File: src/hdl/osiris_pkg.sv
/*
 * Osiris decode/execute shared types
 * Opcode, ALU and mux encodings plus the pipeline stage bundles
 */
package osiris_pkg;

    // Default data width for the whole slice
    localparam int XLEN_DEF = 32;

    // ------------------------------
    // Encodings
    // ------------------------------

    // Instruction bits 6:2
    typedef enum logic [4:0] {
        OPC_LOAD     = 5'b00000,
        OPC_MISC_MEM = 5'b00011,
        OPC_OP_IMM   = 5'b00100,
        OPC_AUIPC    = 5'b00101,
        OPC_STORE    = 5'b01000,
        OPC_OP       = 5'b01100,
        OPC_LUI      = 5'b01101,
        OPC_BRANCH   = 5'b11000,
        OPC_JALR     = 5'b11001,
        OPC_JAL      = 5'b11011
    } opcode_e;

    // Class handed from the main decoder to the ALU decoder
    typedef enum logic [2:0] {
        ALU_OP_ADD       = 3'd0,
        ALU_OP_SUB       = 3'd1,
        ALU_OP_FUNCT     = 3'd2,
        ALU_OP_FUNCT_IMM = 3'd3,
        ALU_OP_BRANCH    = 3'd4,
        ALU_OP_PASS_B    = 3'd5
    } alu_op_e;

    typedef enum logic [4:0] {
        ALU_ADD    = 5'd0,
        ALU_SUB    = 5'd1,
        ALU_SLL    = 5'd2,
        ALU_SLT    = 5'd3,
        ALU_SLTU   = 5'd4,
        ALU_XOR    = 5'd5,
        ALU_SRL    = 5'd6,
        ALU_SRA    = 5'd7,
        ALU_OR     = 5'd8,
        ALU_AND    = 5'd9,
        ALU_SEQ    = 5'd10,
        ALU_SGE    = 5'd11,
        ALU_SGEU   = 5'd12,
        ALU_PASS_B = 5'd13
    } alu_ctrl_e;

    typedef enum logic [2:0] {
        IMM_I = 3'd0,
        IMM_S = 3'd1,
        IMM_B = 3'd2,
        IMM_U = 3'd3,
        IMM_J = 3'd4
    } imm_src_e;

    typedef enum logic [1:0] {
        SRC_A_RS1  = 2'd0,
        SRC_A_PC   = 2'd1,
        SRC_A_ZERO = 2'd2
    } src_a_e;

    typedef enum logic [1:0] {
        RES_ALU      = 2'd0,
        RES_MEM      = 2'd1,
        RES_PC_PLUS4 = 2'd2
    } result_src_e;

    // ------------------------------
    // Stage bundles
    // ------------------------------

    // Decoded control, all zero means no-op
    typedef struct packed {
        logic        jump;
        logic        branch;
        logic        reg_write;
        result_src_e result_src;
        logic        mem_write;
        logic        alu_src_imm;
        src_a_e      src_a;
        logic        addr_src_rs1;
        alu_ctrl_e   alu_ctrl;
        logic        fence;
    } id_ctrl_t;

    typedef struct packed {
        logic                valid;
        logic [31:0]         instr;
        logic [XLEN_DEF-1:0] pc;
        logic [XLEN_DEF-1:0] rs1_data;
        logic [XLEN_DEF-1:0] rs2_data;
    } if_id_t;

    typedef struct packed {
        logic                valid;
        id_ctrl_t            ctrl;
        logic [XLEN_DEF-1:0] pc;
        logic [XLEN_DEF-1:0] rs1_data;
        logic [XLEN_DEF-1:0] rs2_data;
        logic [XLEN_DEF-1:0] imm;
        logic [4:0]          rd;
    } id_ex_t;

    // EX results as seen by the downstream memory/writeback stages
    typedef struct packed {
        logic                valid;
        logic [XLEN_DEF-1:0] alu_result;
        logic [XLEN_DEF-1:0] pc_plus4;
        logic [XLEN_DEF-1:0] store_data;
        logic [4:0]          rd;
        logic                reg_write;
        logic                mem_write;
        result_src_e         result_src;
        logic                fence;
    } ex_out_t;

endpackage

File: src/hdl/if_id_reg.sv
/*
 * IF/ID pipeline register
 * Captures instruction, PC and operands, bubble on flush or idle input
 */
module if_id_reg import osiris_pkg::*; (
    input  logic   i_clk,
    input  logic   i_rst_n,
    input  logic   i_flush,
    input  if_id_t i_d,
    output if_id_t o_q
);

    // Control part
    logic                valid_q;
    // Payload part
    logic [31:0]         instr_q;
    logic [XLEN_DEF-1:0] pc_q;
    logic [XLEN_DEF-1:0] rs1_q;
    logic [XLEN_DEF-1:0] rs2_q;

    // Flush wins over a valid input
    always_ff @(posedge i_clk or negedge i_rst_n) begin
        if (!i_rst_n) begin
            valid_q <= 1'b0;
        end else begin
            valid_q <= i_d.valid & ~i_flush;
        end
    end

    always_ff @(posedge i_clk) begin
        instr_q <= i_d.instr;
        pc_q    <= i_d.pc;
        rs1_q   <= i_d.rs1_data;
        rs2_q   <= i_d.rs2_data;
    end

    assign o_q = '{valid: valid_q, instr: instr_q, pc: pc_q, rs1_data: rs1_q, rs2_data: rs2_q};

endmodule

File: src/hdl/op_decoder.sv
/*
 * Main decoder
 * Opcode to control bits, immediate format and ALU class
 */
module op_decoder import osiris_pkg::*; (
    input  opcode_e  i_op,
    output id_ctrl_t o_ctrl,
    output imm_src_e o_imm_src,
    output alu_op_e  o_alu_op
);

    always_comb begin
        // Unknown opcodes fall through as a no-op
        o_ctrl    = '0;
        o_imm_src = IMM_I;
        o_alu_op  = ALU_OP_ADD;

        case (i_op)
            OPC_LOAD: begin
                o_ctrl.reg_write   = 1'b1;
                o_ctrl.result_src  = RES_MEM;
                o_ctrl.alu_src_imm = 1'b1;
            end
            OPC_STORE: begin
                o_ctrl.mem_write   = 1'b1;
                o_ctrl.alu_src_imm = 1'b1;
                o_imm_src          = IMM_S;
            end
            OPC_OP_IMM: begin
                o_ctrl.reg_write   = 1'b1;
                o_ctrl.alu_src_imm = 1'b1;
                o_alu_op           = ALU_OP_FUNCT_IMM;
            end
            OPC_OP: begin
                o_ctrl.reg_write = 1'b1;
                o_alu_op         = ALU_OP_FUNCT;
            end
            OPC_BRANCH: begin
                // Compare rs1 against rs2, target from PC + imm
                o_ctrl.branch = 1'b1;
                o_imm_src     = IMM_B;
                o_alu_op      = ALU_OP_BRANCH;
            end
            OPC_JAL: begin
                o_ctrl.jump       = 1'b1;
                o_ctrl.reg_write  = 1'b1;
                o_ctrl.result_src = RES_PC_PLUS4;
                o_imm_src         = IMM_J;
            end
            OPC_JALR: begin
                o_ctrl.jump         = 1'b1;
                o_ctrl.reg_write    = 1'b1;
                o_ctrl.result_src   = RES_PC_PLUS4;
                o_ctrl.addr_src_rs1 = 1'b1;
            end
            OPC_LUI: begin
                o_ctrl.reg_write   = 1'b1;
                o_ctrl.alu_src_imm = 1'b1;
                o_ctrl.src_a       = SRC_A_ZERO;
                o_imm_src          = IMM_U;
                o_alu_op           = ALU_OP_PASS_B;
            end
            OPC_AUIPC: begin
                o_ctrl.reg_write   = 1'b1;
                o_ctrl.alu_src_imm = 1'b1;
                o_ctrl.src_a       = SRC_A_PC;
                o_imm_src          = IMM_U;
            end
            OPC_MISC_MEM: begin
                // FENCE only raises its flag
                o_ctrl.fence = 1'b1;
            end
            default: begin
                o_ctrl = '0;
            end
        endcase
    end

endmodule

File: src/hdl/alu_decoder.sv
/*
 * ALU decoder
 * ALU class plus funct fields to an ALU operation code
 */
module alu_decoder import osiris_pkg::*; (
    input  alu_op_e    i_alu_op,
    input  logic [2:0] i_funct_3,
    input  logic       i_funct_7_5,
    input  logic       i_op_5,
    output alu_ctrl_e  o_alu_ctrl
);

    always_comb begin
        case (i_alu_op)
            ALU_OP_ADD:    o_alu_ctrl = ALU_ADD;
            ALU_OP_SUB:    o_alu_ctrl = ALU_SUB;
            ALU_OP_PASS_B: o_alu_ctrl = ALU_PASS_B;
            ALU_OP_FUNCT, ALU_OP_FUNCT_IMM: begin
                case (i_funct_3)
                    // SUB only for register type, ADDI keeps bit 30 as imm
                    3'b000:  o_alu_ctrl = (i_op_5 && i_funct_7_5) ? ALU_SUB : ALU_ADD;
                    3'b001:  o_alu_ctrl = ALU_SLL;
                    3'b010:  o_alu_ctrl = ALU_SLT;
                    3'b011:  o_alu_ctrl = ALU_SLTU;
                    3'b100:  o_alu_ctrl = ALU_XOR;
                    // SRA/SRAI alike
                    3'b101:  o_alu_ctrl = i_funct_7_5 ? ALU_SRA : ALU_SRL;
                    3'b110:  o_alu_ctrl = ALU_OR;
                    default: o_alu_ctrl = ALU_AND;
                endcase
            end
            ALU_OP_BRANCH: begin
                // Result is zero exactly when taken
                case (i_funct_3)
                    3'b001:  o_alu_ctrl = ALU_SEQ;
                    3'b100:  o_alu_ctrl = ALU_SGE;
                    3'b101:  o_alu_ctrl = ALU_SLT;
                    3'b110:  o_alu_ctrl = ALU_SGEU;
                    3'b111:  o_alu_ctrl = ALU_SLTU;
                    default: o_alu_ctrl = ALU_SUB;
                endcase
            end
            default: o_alu_ctrl = ALU_ADD;
        endcase
    end

endmodule

File: src/hdl/control_unit.sv
/*
 * Control unit
 * Main and ALU decoders for ID, PC source resolution for EX
 */
module control_unit import osiris_pkg::*; (
    input  opcode_e    i_op,
    input  logic [2:0] i_funct_3,
    input  logic       i_funct_7_5,
    input  logic       i_branch_ex,
    input  logic       i_jump_ex,
    input  logic       i_zero,
    output id_ctrl_t   o_ctrl_id,
    output imm_src_e   o_imm_src_id,
    output logic       o_pc_src_ex
);

    id_ctrl_t  op_ctrl;
    alu_op_e   alu_op;
    alu_ctrl_e alu_ctrl;
    logic      op_5;

    // Instruction bit 5 separates OP from OP_IMM
    assign op_5 = i_op[3];

    op_decoder u_op_decoder (
        .i_op      (i_op),
        .o_ctrl    (op_ctrl),
        .o_imm_src (o_imm_src_id),
        .o_alu_op  (alu_op)
    );

    alu_decoder u_alu_decoder (
        .i_alu_op    (alu_op),
        .i_funct_3   (i_funct_3),
        .i_funct_7_5 (i_funct_7_5),
        .i_op_5      (op_5),
        .o_alu_ctrl  (alu_ctrl)
    );

    always_comb begin
        o_ctrl_id          = op_ctrl;
        o_ctrl_id.alu_ctrl = alu_ctrl;
    end

    // EX-stage redirect, bits are zero for a bubble
    assign o_pc_src_ex = (i_zero & i_branch_ex) | i_jump_ex;

endmodule

File: src/hdl/imm_extend.sv
/*
 * Immediate extender
 * Assembles I, S, B, U and J immediates, sign-extended to XLEN
 */
module imm_extend import osiris_pkg::*; #(
    parameter int XLEN = XLEN_DEF
) (
    input  logic [31:0]     i_instr,
    input  imm_src_e        i_imm_src,
    output logic [XLEN-1:0] o_imm
);

    logic [31:0] imm_32;

    always_comb begin
        case (i_imm_src)
            IMM_I: imm_32 = {{20{i_instr[31]}}, i_instr[31:20]};
            IMM_S: imm_32 = {{20{i_instr[31]}}, i_instr[31:25], i_instr[11:7]};
            // Branch offset, bit 0 implied zero
            IMM_B: imm_32 = {{20{i_instr[31]}}, i_instr[7], i_instr[30:25],
                             i_instr[11:8], 1'b0};
            IMM_U: imm_32 = {i_instr[31:12], 12'b0};
            IMM_J: imm_32 = {{12{i_instr[31]}}, i_instr[19:12], i_instr[20],
                             i_instr[30:21], 1'b0};
            default: imm_32 = '0;
        endcase
    end

    // Widen to XLEN keeping the sign
    assign o_imm = XLEN'($signed(imm_32));

endmodule

File: src/hdl/id_ex_reg.sv
/*
 * ID/EX pipeline register
 * Holds the decoded instruction, bubble on reset, flush or idle input
 */
module id_ex_reg import osiris_pkg::*; #(
    parameter int XLEN = XLEN_DEF
) (
    input  logic   i_clk,
    input  logic   i_rst_n,
    input  logic   i_flush,
    input  id_ex_t i_d,
    output id_ex_t o_q
);

    // ------------------------------
    // Control part
    // ------------------------------
    logic     valid_q;
    id_ctrl_t ctrl_q;
    logic     load;

    assign load = i_d.valid & ~i_flush;

    always_ff @(posedge i_clk or negedge i_rst_n) begin
        if (!i_rst_n) begin
            valid_q <= 1'b0;
            ctrl_q  <= '0;
        end else if (load) begin
            valid_q <= 1'b1;
            ctrl_q  <= i_d.ctrl;
        end else begin
            // Bubble, all control low
            valid_q <= 1'b0;
            ctrl_q  <= '0;
        end
    end

    // ------------------------------
    // Payload part
    // ------------------------------
    logic [XLEN-1:0] pc_q;
    logic [XLEN-1:0] rs1_q;
    logic [XLEN-1:0] rs2_q;
    logic [XLEN-1:0] imm_q;
    logic [4:0]      rd_q;

    always_ff @(posedge i_clk) begin
        pc_q  <= i_d.pc;
        rs1_q <= i_d.rs1_data;
        rs2_q <= i_d.rs2_data;
        imm_q <= i_d.imm;
        rd_q  <= i_d.rd;
    end

    assign o_q = '{valid: valid_q, ctrl: ctrl_q, pc: pc_q, rs1_data: rs1_q,
                   rs2_data: rs2_q, imm: imm_q, rd: rd_q};

endmodule

File: src/hdl/ex_stage.sv
/*
 * Execute stage
 * Operand select, ALU, zero flag and branch/jump target
 */
module ex_stage import osiris_pkg::*; #(
    parameter int XLEN = XLEN_DEF
) (
    input  id_ex_t          i_d,
    output ex_out_t         o_out,
    output logic            o_zero,
    output logic [XLEN-1:0] o_target
);

    localparam int SHW = $clog2(XLEN);

    logic [XLEN-1:0] src_a;
    logic [XLEN-1:0] src_b;
    logic [XLEN-1:0] alu_res;
    logic [XLEN-1:0] pc_plus4;
    logic [SHW-1:0]  shamt;
    logic            lt_s;
    logic            lt_u;
    logic            eq;

    // Operand muxes
    always_comb begin
        case (i_d.ctrl.src_a)
            SRC_A_PC:   src_a = i_d.pc;
            SRC_A_ZERO: src_a = '0;
            default:    src_a = i_d.rs1_data;
        endcase
    end

    assign src_b = i_d.ctrl.alu_src_imm ? i_d.imm : i_d.rs2_data;
    // Low bits only for shifts
    assign shamt = src_b[SHW-1:0];

    assign lt_s = $signed(src_a) < $signed(src_b);
    assign lt_u = src_a < src_b;
    assign eq   = src_a == src_b;

    // ------------------------------
    // ALU
    // ------------------------------
    always_comb begin
        case (i_d.ctrl.alu_ctrl)
            ALU_ADD:    alu_res = src_a + src_b;
            ALU_SUB:    alu_res = src_a - src_b;
            ALU_SLL:    alu_res = src_a << shamt;
            ALU_SLT:    alu_res = XLEN'(lt_s);
            ALU_SLTU:   alu_res = XLEN'(lt_u);
            ALU_XOR:    alu_res = src_a ^ src_b;
            ALU_SRL:    alu_res = src_a >> shamt;
            ALU_SRA:    alu_res = $unsigned($signed(src_a) >>> shamt);
            ALU_OR:     alu_res = src_a | src_b;
            ALU_AND:    alu_res = src_a & src_b;
            // Inverted compares for BNE, BLT, BLTU
            ALU_SEQ:    alu_res = XLEN'(eq);
            ALU_SGE:    alu_res = XLEN'(!lt_s);
            ALU_SGEU:   alu_res = XLEN'(!lt_u);
            ALU_PASS_B: alu_res = src_b;
            default:    alu_res = '0;
        endcase
    end

    assign o_zero   = (alu_res == '0);
    assign pc_plus4 = i_d.pc + XLEN'(4);

    // JALR uses rs1 as base and drops bit 0
    assign o_target = i_d.ctrl.addr_src_rs1 ?
                      ((i_d.rs1_data + i_d.imm) & ~XLEN'(1)) : (i_d.pc + i_d.imm);

    assign o_out = '{valid: i_d.valid, alu_result: alu_res, pc_plus4: pc_plus4,
                     store_data: i_d.rs2_data, rd: i_d.rd,
                     reg_write: i_d.ctrl.reg_write, mem_write: i_d.ctrl.mem_write,
                     result_src: i_d.ctrl.result_src, fence: i_d.ctrl.fence};

endmodule

File: src/hdl/osiris_id_ex.sv
/*
 * Osiris decode/execute slice
 * IF/ID register, ID decode, ID/EX register and EX with redirect flush
 */
module osiris_id_ex import osiris_pkg::*; #(
    parameter int XLEN = XLEN_DEF
) (
    input  logic            i_clk,
    input  logic            i_rst_n,
    input  logic            i_valid,
    input  logic [31:0]     i_instr,
    input  logic [XLEN-1:0] i_pc,
    input  logic [XLEN-1:0] i_rs1_data,
    input  logic [XLEN-1:0] i_rs2_data,
    output ex_out_t         o_ex,
    output logic            o_pc_src,
    output logic [XLEN-1:0] o_pc_target
);

    if_id_t          if_id_d;
    if_id_t          if_id_q;
    opcode_e         op_id;
    id_ctrl_t        ctrl_id;
    imm_src_e        imm_src_id;
    logic [XLEN-1:0] imm_id;
    id_ex_t          id_ex_d;
    id_ex_t          id_ex_q;
    logic            zero_ex;
    logic            pc_src_ex;

    // ------------------------------
    // IF/ID
    // ------------------------------
    assign if_id_d = '{valid: i_valid, instr: i_instr, pc: i_pc,
                       rs1_data: i_rs1_data, rs2_data: i_rs2_data};

    // Taken redirect kills both younger instructions
    if_id_reg u_if_id_reg (
        .i_clk   (i_clk),
        .i_rst_n (i_rst_n),
        .i_flush (pc_src_ex),
        .i_d     (if_id_d),
        .o_q     (if_id_q)
    );

    // ------------------------------
    // ID
    // ------------------------------
    assign op_id = opcode_e'(if_id_q.instr[6:2]);

    control_unit u_control_unit (
        .i_op         (op_id),
        .i_funct_3    (if_id_q.instr[14:12]),
        .i_funct_7_5  (if_id_q.instr[30]),
        .i_branch_ex  (id_ex_q.ctrl.branch),
        .i_jump_ex    (id_ex_q.ctrl.jump),
        .i_zero       (zero_ex),
        .o_ctrl_id    (ctrl_id),
        .o_imm_src_id (imm_src_id),
        .o_pc_src_ex  (pc_src_ex)
    );

    imm_extend #(.XLEN(XLEN)) u_imm_extend (
        .i_instr   (if_id_q.instr),
        .i_imm_src (imm_src_id),
        .o_imm     (imm_id)
    );

    assign id_ex_d = '{valid: if_id_q.valid, ctrl: ctrl_id, pc: if_id_q.pc,
                       rs1_data: if_id_q.rs1_data, rs2_data: if_id_q.rs2_data,
                       imm: imm_id, rd: if_id_q.instr[11:7]};

    id_ex_reg #(.XLEN(XLEN)) u_id_ex_reg (
        .i_clk   (i_clk),
        .i_rst_n (i_rst_n),
        .i_flush (pc_src_ex),
        .i_d     (id_ex_d),
        .o_q     (id_ex_q)
    );

    // ------------------------------
    // EX
    // ------------------------------
    ex_stage #(.XLEN(XLEN)) u_ex_stage (
        .i_d      (id_ex_q),
        .o_out    (o_ex),
        .o_zero   (zero_ex),
        .o_target (o_pc_target)
    );

    assign o_pc_src = pc_src_ex;

endmodule

File: config.mk
export PLATFORM = sky130hd
export DESIGN_NAME = osiris_id_ex
export DESIGN_NICKNAME = d
export VERILOG_FILES = /design/src/hdl/osiris_pkg.sv /design/src/hdl/if_id_reg.sv /design/src/hdl/op_decoder.sv /design/src/hdl/alu_decoder.sv /design/src/hdl/control_unit.sv /design/src/hdl/imm_extend.sv /design/src/hdl/id_ex_reg.sv /design/src/hdl/ex_stage.sv /design/src/hdl/osiris_id_ex.sv
export SDC_FILE = /design/constraint.sdc
export NUM_CORES = 1
export LEC_CHECK = 0
export ABC_AREA = 1
export BUFFER_PORTS_ARGS = -buffer_cell sky130_fd_sc_hd__buf_2
export CAP_MARGIN = 20
export CORE_MARGIN = 5
export CORE_UTILIZATION = 45
export DETAILED_ROUTE_END_ITERATION = 10
export GPL_TIMING_DRIVEN = 1
export PLACE_DENSITY_LB_ADDON = 0.2
export SETUP_SLACK_MARGIN = 0.05
export SLEW_MARGIN = 0
export SYNTH_ARGS = -nofsm -noshare
export SYNTH_HDL_FRONTEND = slang
export SYNTH_SLANG_ARGS = --single-unit
File: constraint.sdc
create_clock -name i_clk -period 4.8 [get_ports i_clk]
set_clock_uncertainty 0.2 [all_clocks]
set_input_delay 0.72 -clock i_clk [delete_from_list [all_inputs] [get_ports i_clk]]
set_output_delay 0.72 -clock i_clk [all_outputs]
set_load 0.05 [all_outputs]
==> Word-level counts from Yosys, hierarchy flattened <==
Index checks and enable logic that the tools add are counted.
{ "op_classes": {"magnitude_cmp": 2, "mux": 23, "n_eq_ne": 41, "shift": 3, "bitwise_logic": 8, "n_addsub": 5, "reduce_logical": 13} }
{ "ops": {"columns": ["cell", "n"], "rows": [
  ["case mux 32 bit (14 select lines)", 1],
  ["case mux 32 bit (5 select lines)", 1],
  ["adder 32 bit", 3],
  ["< comparator 32 bit", 2],
  ["two-way mux 32 bit", 2],
  ["case mux 32 bit (2 select lines)", 1],
  ["equality test 5 x 4 -> 1 bit, second input constant", 9],
  ["adder 32 x 3 -> 32 bit, second input constant", 1],
  ["bitwise AND 32 bit", 1],
  ["equality test 32 bit", 1],
  ["zero test 32 bit", 1],
  ["OR 32 bit", 1],
  ["left shift 32 x 5 -> 32 bit", 1],
  [">> shifter 32 x 5 -> 32 bit", 1],
  [">>> shifter 32 x 5 -> 32 bit", 1],
  ["subtractor 32 bit", 1],
  ["XOR 32 bit", 1],
  ["equality test 5 x 3 -> 1 bit, second input constant", 6],
  ["case mux 4 bit (7 select lines)", 1],
  ["case mux 3 bit (4 select lines)", 2],
  ["equality test 3 bit, second input constant", 7],
  ["case mux 4 bit (5 select lines)", 1],
  ["equality test 3 x 2 -> 1 bit, second input constant", 6],
  ["two-way mux 16 bit", 1],
  ["19 further kinds", 42]
]} }
{ "word_totals": {"word_cells": 116, "input_bits": 131, "output_inout_bits": 140, "register_bits": 279} }

==> Longest topological paths before layout <==
Gate-level depths: netlist of run 1.
{ "logic_depth": {"word_depth": 11, "mapped_depth": 32, "depth_no_buf": 29} }

==> By module <==
From an unflattened synthesis of run 1, not the netlist that was laid out.
{ "unflattened": {"cells_unflattened": 3797, "hier_area_um2": 23084.6} }
{ "by_module_without_submodules": {"columns": ["module", "area_each_um2", "cells_each", "instances", "seq_area_each_um2"], "rows": [
  ["ex_stage", 16203.0, 3285, 1, 0.0],
  ["id_ex_reg", 3273.1, 187, 1, 3088.0],
  ["if_id_reg", 2605.0, 132, 1, 2587.5],
  ["imm_extend", 594.3, 102, 1, 0.0],
  ["op_decoder", 201.4, 43, 1, 0.0],
  ["alu_decoder", 196.4, 45, 1, 0.0],
  ["control_unit", 11.3, 3, 1, 0.0]
]} }

==> Worst setup path before layout of run 1 <==
OpenSTA, ideal clock, no wires.
{ "synth_timing": {"path_kind": "flip-flop to output port", "from": "register u_id_ex_reg.ctrl_q, in the netlist u_id_ex_reg.o_q[140]", "to": "output o_pc_src", "path_slack_ps": -22, "stages_incl_launch_ff": 25, "arrival_time_ps": 3902, "n_path_buf": 1, "required_time_ps": 3880, "cell_sequence": "dfrtp_1 -> ha_1 -> inv_2 -> buf_2 -> nand2_1 -> o21ai_0 -> inv_1 -> ha_1 -> fa_1 -> nand2_1 -> nand2_1 -> and2_1 -> nand2_1 -> nand4_1 -> nand3_1 -> nand3_1 -> nor2_1 -> nand2_1 -> nor2_1 -> nand2_1 -> nor2_1 -> nand3_1 -> nor2_1 -> nand2_1 -> nand2_1"} }
{ "synth_lines": {"columns": ["item", "line_no", "source"], "rows": [
  ["start: declaration", "id_ex_reg.sv:19", "id_ctrl_t ctrl_q;"],
  ["start signal: assignment", "id_ex_reg.sv:30", "ctrl_q <= i_d.ctrl;"],
  ["end: declaration", "osiris_id_ex.sv:16", "output logic o_pc_src,"]
]} }

==> Final worst setup path of run 1 <==
{ "layout_timing": {"from": "register u_id_ex_reg.ctrl_q, in the netlist u_id_ex_reg.o_q[141]", "to": "output o_pc_src"} }
{ "layout_via": {"elab_chain_cells": 8, "word_cells_on_any_way": 20, "cone_classes": "add/sub (2); order compare (2); eq/ne (3); shift (3); mux (2); bitwise (5); reduce/logical (3)"} }
{ "layout_lines": {"columns": ["item", "line_no", "source"], "rows": [
  ["equality test 2 bit / equality test 2 x 1 -> 1 bit (equally long branches)", "ex_stage.sv:27", "case (i_d.ctrl.src_a)"],
  ["case mux 32 bit (2 select lines) *", "ex_stage.sv:27", null],
  ["< comparator 32 bit (on tied branches)", "ex_stage.sv:39, ex_stage.sv:38", null],
  ["zero test 1 bit (on tied branches)", "ex_stage.sv:60, ex_stage.sv:59", null],
  ["case mux 32 bit (14 select lines) *", "ex_stage.sv:46", "case (i_d.ctrl.alu_ctrl)"],
  ["zero test 32 bit *", "ex_stage.sv:66", "assign o_zero = (alu_res == '0);"],
  ["bitwise AND 1 bit *", "control_unit.sv:46", "assign o_pc_src_ex = (i_zero & i_branch_ex) | i_jump_ex;"],
  ["OR 1 bit *", "control_unit.sv:46", null]
]} }
Every way passes the cells marked *; elsewhere a longest branch is shown, timed or not.

==> results of run 1 <==
## power by group through the flow
stage / Clock, W / Sequential, W / Combinational, W
floorplan: 0 / 0.00251 / 0.00236
global placement: 0 / 0.00255 / 0.00400
detailed placement: 0 / 0.00255 / 0.00401
CTS: 0.00208 / 0.00250 / 0.00428
global route: 0.00218 / 0.00251 / 0.00486
finish: 0.00205 / 0.00251 / 0.00456
## layout make-up
type / count / area share (%)
diodes: 2 / 0.0164
clock buffers: 31 / 2.26
clock inverters: 15 / 0.565
inverters: 502 / 6.19
multi-input cells: 2715 / 50.0
flip-flops and latches: 275 / 18.3
well taps: 664 / 2.72
repair buffers: 836 / 20.0
## what timing repair did
| action | in CTS | in global routing |
|---|---|---|
| hold buffers | 1 | 0 |
| hold endpoints to repair | 16 | 0 |
| gates resized for setup | 305 | 211 |
| cloned | 1 | 0 |
| setup buffers | 13 | 9 |
| pin swaps | 49 | 36 |
| endpoints found under the setup margin | 61 | 47 |
## worst paths after layout
kind / start / end / slack, ps / cells past startpoint
worst min-delay path: i_rs2_data[4] / u_if_id_reg.rs2_q[4]$_DFF_P_ / 60 / 1
worst max-delay path: u_id_ex_reg.o_q[141]$_DFF_PN0_ / o_pc_src / -500 / 27
min in group asynchronous: i_rst_n / u_id_ex_reg.o_q[148]$_DFF_PN0_ / 420 / 2
worst max register to register: u_id_ex_reg.o_q[141]$_DFF_PN0_ / u_id_ex_reg.o_q[140]$_DFF_PN0_ / 590 / 28
worst min register to register: u_if_id_reg.pc_q[3]$_DFF_P_ / u_id_ex_reg.pc_q[3]$_DFF_P_ / 120 / 0
max in group asynchronous: i_rst_n / u_id_ex_reg.o_q[142]$_DFF_PN0_ / 3690 / 2
## stage by stage
stage / util [%] / total power (W) / TNS [ps] / instance area (sq um)
final: 62.6 / 0.00912 / -747 / 30600
after detailed placement: 56.8 / 0.00656 / -3090 / 27700
after CTS: 61.1 / 0.00886 / -636 / 29900
after global routing: 62.6 / 0.00955 / -2540 / 30600
after global placement: 56.8 / 0.00655 / -1920 / 27700
after floorplan: - / 0.00487 / 0 / 22200
## registers in the layout, summed over array words and instances, names as in the netlist
name	flops
u_id_ex_reg.imm_q	32
u_id_ex_reg.o_q	14
u_id_ex_reg.pc_q	32
u_id_ex_reg.rd_q	5
u_id_ex_reg.rs1_q	32
u_id_ex_reg.rs2_q	32
u_id_ex_reg.valid_q	1
u_if_id_reg.instr_q	30
u_if_id_reg.pc_q	32
u_if_id_reg.rs1_q	32
u_if_id_reg.rs2_q	32
u_if_id_reg.valid_q	1
## kinds of logic after synthesis
group                      share of synthesized area [%]
xor gates and xnor gates                            1.66
AOI/OAI and AO/OA                                   12.9
DFF                                                 25.2
and+or+nand+nor                                     37.6
adders and majority gates                           9.83
muxes                                             0.0451
buffers and inverters                               12.8
## layout by cell type (no fill, tap or decap), types with 136 or more instances in the layout
master	netlist	layout
o21ai_0	175	147
ha_1	168	136
nor2_1	300	233
buf_4	54	548
buf_2	71	230
a21oi_1	199	156
nand3_1	486	445
inv_1	491	463
dfxtp_1	259	258
nand2_1	1085	990
## worst max-delay path, cell delays in order, from the launching register on
cell and delay [ps]:
dfrtp_1 370, inv_2 70, ha_4 230, inv_6 100, buf_12 150, nand2_1 90
nand2_2 80, inv_1 80, buf_4 140, ha_1 180, a21oi_1 140, buf_4 150
nand2_1 100, a21oi_2 390, nand4_1 140, nand3_1 120, nand2_1 90, inv_2 100
nand2_1 80, nor2_2 110, nand2_1 60, nor2_1 90, buf_4 120, nand3_2 80
nor2_4 180, nand2_4 120, nand2_4 90, buf_8 140
## per-layer routing
metal	track usage, %	up-vias	wire length [um]
li1	-	13200	-
met1	47.9	12400	41800
met2	58.6	1342	45500
met3	4.41	264	8570
met4	18.7	2	6730
met5	0	-	15
==> metrics.txt, run 1 <==
outcome finished with violations; violated checks setup timing; buffer depth of the longest clock path 3; combined area of the multi-input logic cells 15300 sq um; count of boundary I/O pins 271; portion of total power attributed to the clock network 22.5%; via count 27.2k; hold_ws 61.4 ps; count of clock tree sinks 275; static leakage 16.0 nW; predominant post-synthesis flop cell dfxtp_1; clock slew at reported path FFs 70 ps; Crit path required time 3880 ps; power density over the cells 298 nW/um^2; floorplan die height 232 um; number of global-route vias before repair 25.5k; standard-cell row count 81; number of enable-type register cells in the synthesized netlist 0; die footprint 53900 sq um; Finish-stage setup viols 3; Rel. slew slack 38.7%; number of levels the H-tree was split into 1; detailed-route wire length 103000 um; fraction of synthesized cell area taken by the top area cell type 23.3%; iteration count of the initial detailed-routing pass 6; most repeated cell in the gate-level netlist after synthesis nand2_1; GR Util All Layers 36.3%; post-synth design cell area 22200 sq um; wire length per cell after detailed routing 20.4 um; final hold violation count 0; library cell used as clock root buffer clkbuf_16; Worst Hold Class in -> reg; total instance count after detailed placement 4968; TritonCTS clock tree done; proportion of synthesized flip-flops having asynchronous set or reset 5.82%; Setup crit start kind flip-flop; internal cell power 0.00525 W; largest area contributor in the netlist dfxtp_1; final worst path period need 5300 ps; CP Data Arrival Time 4380 ps; Place WS -785 ps; Detail Route Antenna Nets 0; CP Max Fanout 16; signed area change from the synthesized netlist to the final layout 37.7%; Max Fclk 0.189 GHz; antenna violations before repair 3; count of state elements after synthesis 275; fill cell instance count of the final layout 4736; final-report max-slew violation count 0; Worst Setup Path Type reg -> out; final weighted congestion in routability-driven placement 1.06; Register Area 5590 sq um; Setup WS post-layout -495 ps; horizontal die dimension 232 um; detailed-placement wirelength estimate 84100 um; largest net degree at the start of global routing 59; max-cap viol count 0; category of the worst setup path capture point output pin; Synth top cells by count nand2_1, inv_1, nand3_1; total number of nets in the final design 4658; syn nets 3961; sequential element share of the synthesized area 25.2%; share of post-route cells with drive strength above 1 28.6%; period utilization 110%; DRT iter0 DRCs 2993; worst supply voltage drop on vdd 0.408 mV; Mapped Cells 3658; cts bufs inserted 25; RSZ-0062 raised after global routing true; transition time of the tightest slew-check pin 919 ps; non-filler instance count after layout 5040; Cell variety after synth 53; cell types with the largest area share after synthesis dfxtp_1, nand2_1, nand3_1, ha_1, inv_1; clock latency reported for the late side of the worst-skew pair 550 ps; warning count from the yosys run 0; via density per instance 5.40; part of the power in registers 27.5%; effective utilization at floorplan 45.5%; proportion of total power due to net switching 42.4%; Avg Inst Size Synth 6.07 sq um; residual DRC count 0; first-pass GRT wire length 151000 um; gr ovfl total 0; placeable core area 48800 sq um; part of the total power dissipated in combinational logic 50.0%; number of port buffers 268; net load switching power 0.00387 W
Power figures use the tool's default switching activity.
==> inputs of run 2 (changes only) <==
SYNTH_HIERARCHICAL = 1   (was not set)
==> metrics.txt, run 2 <==
Setup WS post-layout -707 ps (-212 ps); Worst Setup Path Type reg -> out; iteration count of the initial detailed-routing pass 7 (+1); gr ovfl total 0 (unchanged); residual DRC count 0 (unchanged); final hold violation count 0 (unchanged); detailed-route wire length 112000 um (+9.4%); total inserted antenna cells 0 (-2); category of the worst setup path capture point output pin; wire length per cell after detailed routing 21.5 um (+5.6%); die footprint 55700 sq um (+3.4%); most used cells in the layout excluding fill and tap cells nand2_1, buf_4, nand3_1; final weighted congestion in routability-driven placement 1.13 (+6.1%); max-cap viol count 0 (unchanged); Worst Hold Class in -> reg; fraction of the core area covered by cells at the end of the flow 62.9% (+0.36 points); syn nets 4092 (+3.3%); period utilization 115% (+4.4 points); power density over the cells 286 nW/um^2 (-4.2%); horizontal die dimension 236 um (+1.7%); delay of the slowest cell on the worst path 410 ps (+20 ps); Rel. slew slack 31.7% (-6.9 points); cts bufs inserted 26 (+4.0%); total number of nets in the final design 4836 (+3.8%); Detail Route Antenna Nets 0 (unchanged); Finish-stage setup viols 1 (-2); Setup TNS -707 ps (+40.2 ps); warning count from the yosys run 6 (+6); count of boundary I/O pins 271 (unchanged); library cell appearing most often on the critical path nand2_1; transition time of the tightest slew-check pin 1020 ps (+104 ps); library cell used as clock root buffer clkbuf_16; via count 28.7k (+5.3%); post-synth design cell area 23000 sq um (+3.6%); share of post-route cells with drive strength above 1 29.3% (+0.72 points); Setup crit start kind flip-flop; number of port buffers 268 (unchanged); standard-cell row count 82 (+1.2%); largest net degree at the start of global routing 62 (+5.1%); Crit path required time 3880 ps (about the same); Avg Inst Size Synth 6.07 sq um (about the same); outcome finished with violations; RSZ-0062 raised after global routing true; Post-DP Area 29000 sq um (+4.4%); GR Util All Layers 37.9% (+1.6 points); detailed-placement wirelength estimate 92700 um (+10%); CP Data Arrival Time 4590 ps (+210 ps); static leakage 16.7 nW (+4.0%); worst supply voltage drop on vdd 0.357 mV (-12%); clock slew at reported path FFs 70 ps (about the same); floorplan die height 236 um (+1.7%); hold_ws 63.0 ps (+1.63 ps); most common cell after layout, fill and taps aside nand2_1; TritonCTS clock tree done; violated checks setup timing; count of clock tree sinks 277 (+0.73%); final-report max-slew violation count 0 (unchanged); final worst path period need 5510 ps (+212 ps); buffer depth of the longest clock path 3 (unchanged); Max Fclk 0.182 GHz (-3.8%); signed area change from the synthesized netlist to the final layout 37.8%; number of levels the H-tree was split into 1 (unchanged); Worst path slowest cell dfrtp_1; CP Max Fanout 16 (unchanged); DRT iter0 DRCs 3233 (+8.0%); effective utilization at floorplan 45.7% (+0.20 points); Place WS -632 ps (+154 ps); number of global-route vias before repair 26.8k (+5.0%); via density per instance 5.49 (+1.6%); R2R cell count 32 (+14%); post-route design area 31700 sq um (+3.7%); antenna violations before repair 1 (-2); Mapped Cells 3789 (+3.6%); Hold Path Stages 1 (unchanged); clock latency reported for the late side of the worst-skew pair 550 ps (about the same); placeable core area 50400 sq um (+3.1%); first-pass GRT wire length 163000 um (+7.7%)
-- run 2: critical path: cells and delay by family, from the launching register on --
| kind | cells | cell delay [ps] |
|---|---|---|
| adder cells (fa/ha/maj) | 2 | 690 |
| buffers and inverters | 7 | 870 |
| flip-flops | 1 | 410 |
| AND/OR/NAND/NOR | 21 | 2050 |
-- run 2: final timing paths --
check | start | endpoint | slack, ps
max in group asynchronous | i_rst_n | u_id_ex_reg/o_q[142]$_DFF_PN0_ | 3650
hold reg to reg | u_if_id_reg/rs1_q[18]$_DFF_P_ | u_id_ex_reg/rs1_q[18]$_DFF_P_ | 110
setup reg to reg | u_id_ex_reg/o_q[140]$_DFF_PN0_ | u_id_ex_reg/o_q[133]$_DFF_PN0_ | 260
hold / removal | i_pc[10] | u_if_id_reg/pc_q[10]$_DFF_P_ | 60
setup / recovery | u_id_ex_reg/o_q[140]$_DFF_PN0_ | o_pc_src | -710
min in group asynchronous | i_rst_n | u_if_id_reg/valid_q$_DFF_PN0_ | 440
-- run 2: per-layer routing --
| metal | GRT usage, % | part of all wire, % | wire, um | vias to the layer above |
|---|---|---|---|---|
| met5 | 0 | 0 | 0 | - |
| met2 | 58.9 | 43 | 48200 | 1611 |
| met4 | 22.1 | 7.8 | 8790 | 0 |
| li1 | - | - | - | 13700 |
| met3 | 5.15 | 9.7 | 10900 | 322 |
| met1 | 50.3 | 40 | 44400 | 13000 |
-- run 2: layout make-up --
class | instances | area (sq um)
clock inverter | 12 | 95.1
multi-input combinational | 2828 | 15900
tap | 672 | 841
fill | 4875 | 18700
clock buffer | 32 | 673
sequential | 277 | 5640
timing repair buffer | 886 | 6600
inverter | 514 | 1950
-- run 2: per-stage QoR --
step	std cells	power (W)
after floorplan	3789	0.00493
after global placement	5154	0.00667
after detailed placement	5154	0.00668
after CTS	5205	0.00873
after global routing	5221	0.00949
final	5221	0.00906
-- run 2: report_power, final --
| part | total (W) | leakage (nW) | internal, W | switching, W |
|---|---|---|---|---|
| registers | 0.00253 | 2.43 | 0.00243 | 0.000102 |
| clock network | 0.00188 | 0.377 | 0.00101 | 0.000871 |
| logic | 0.00465 | 13.9 | 0.00169 | 0.00296 |
| total | 0.00906 | 16.7 | 0.00513 | 0.00394 |
-- run 2: repair_timing --
action | 4_1_cts | 5_1_grt
resized for setup | 209 | 296
setup buffers | 4 | 14
cloned | 2 | 2
endpoints found under the hold margin | 18 | 0
setup endpoints to repair | 50 | 52
hold buffers | 1 | 0
pin swaps | 21 | 58
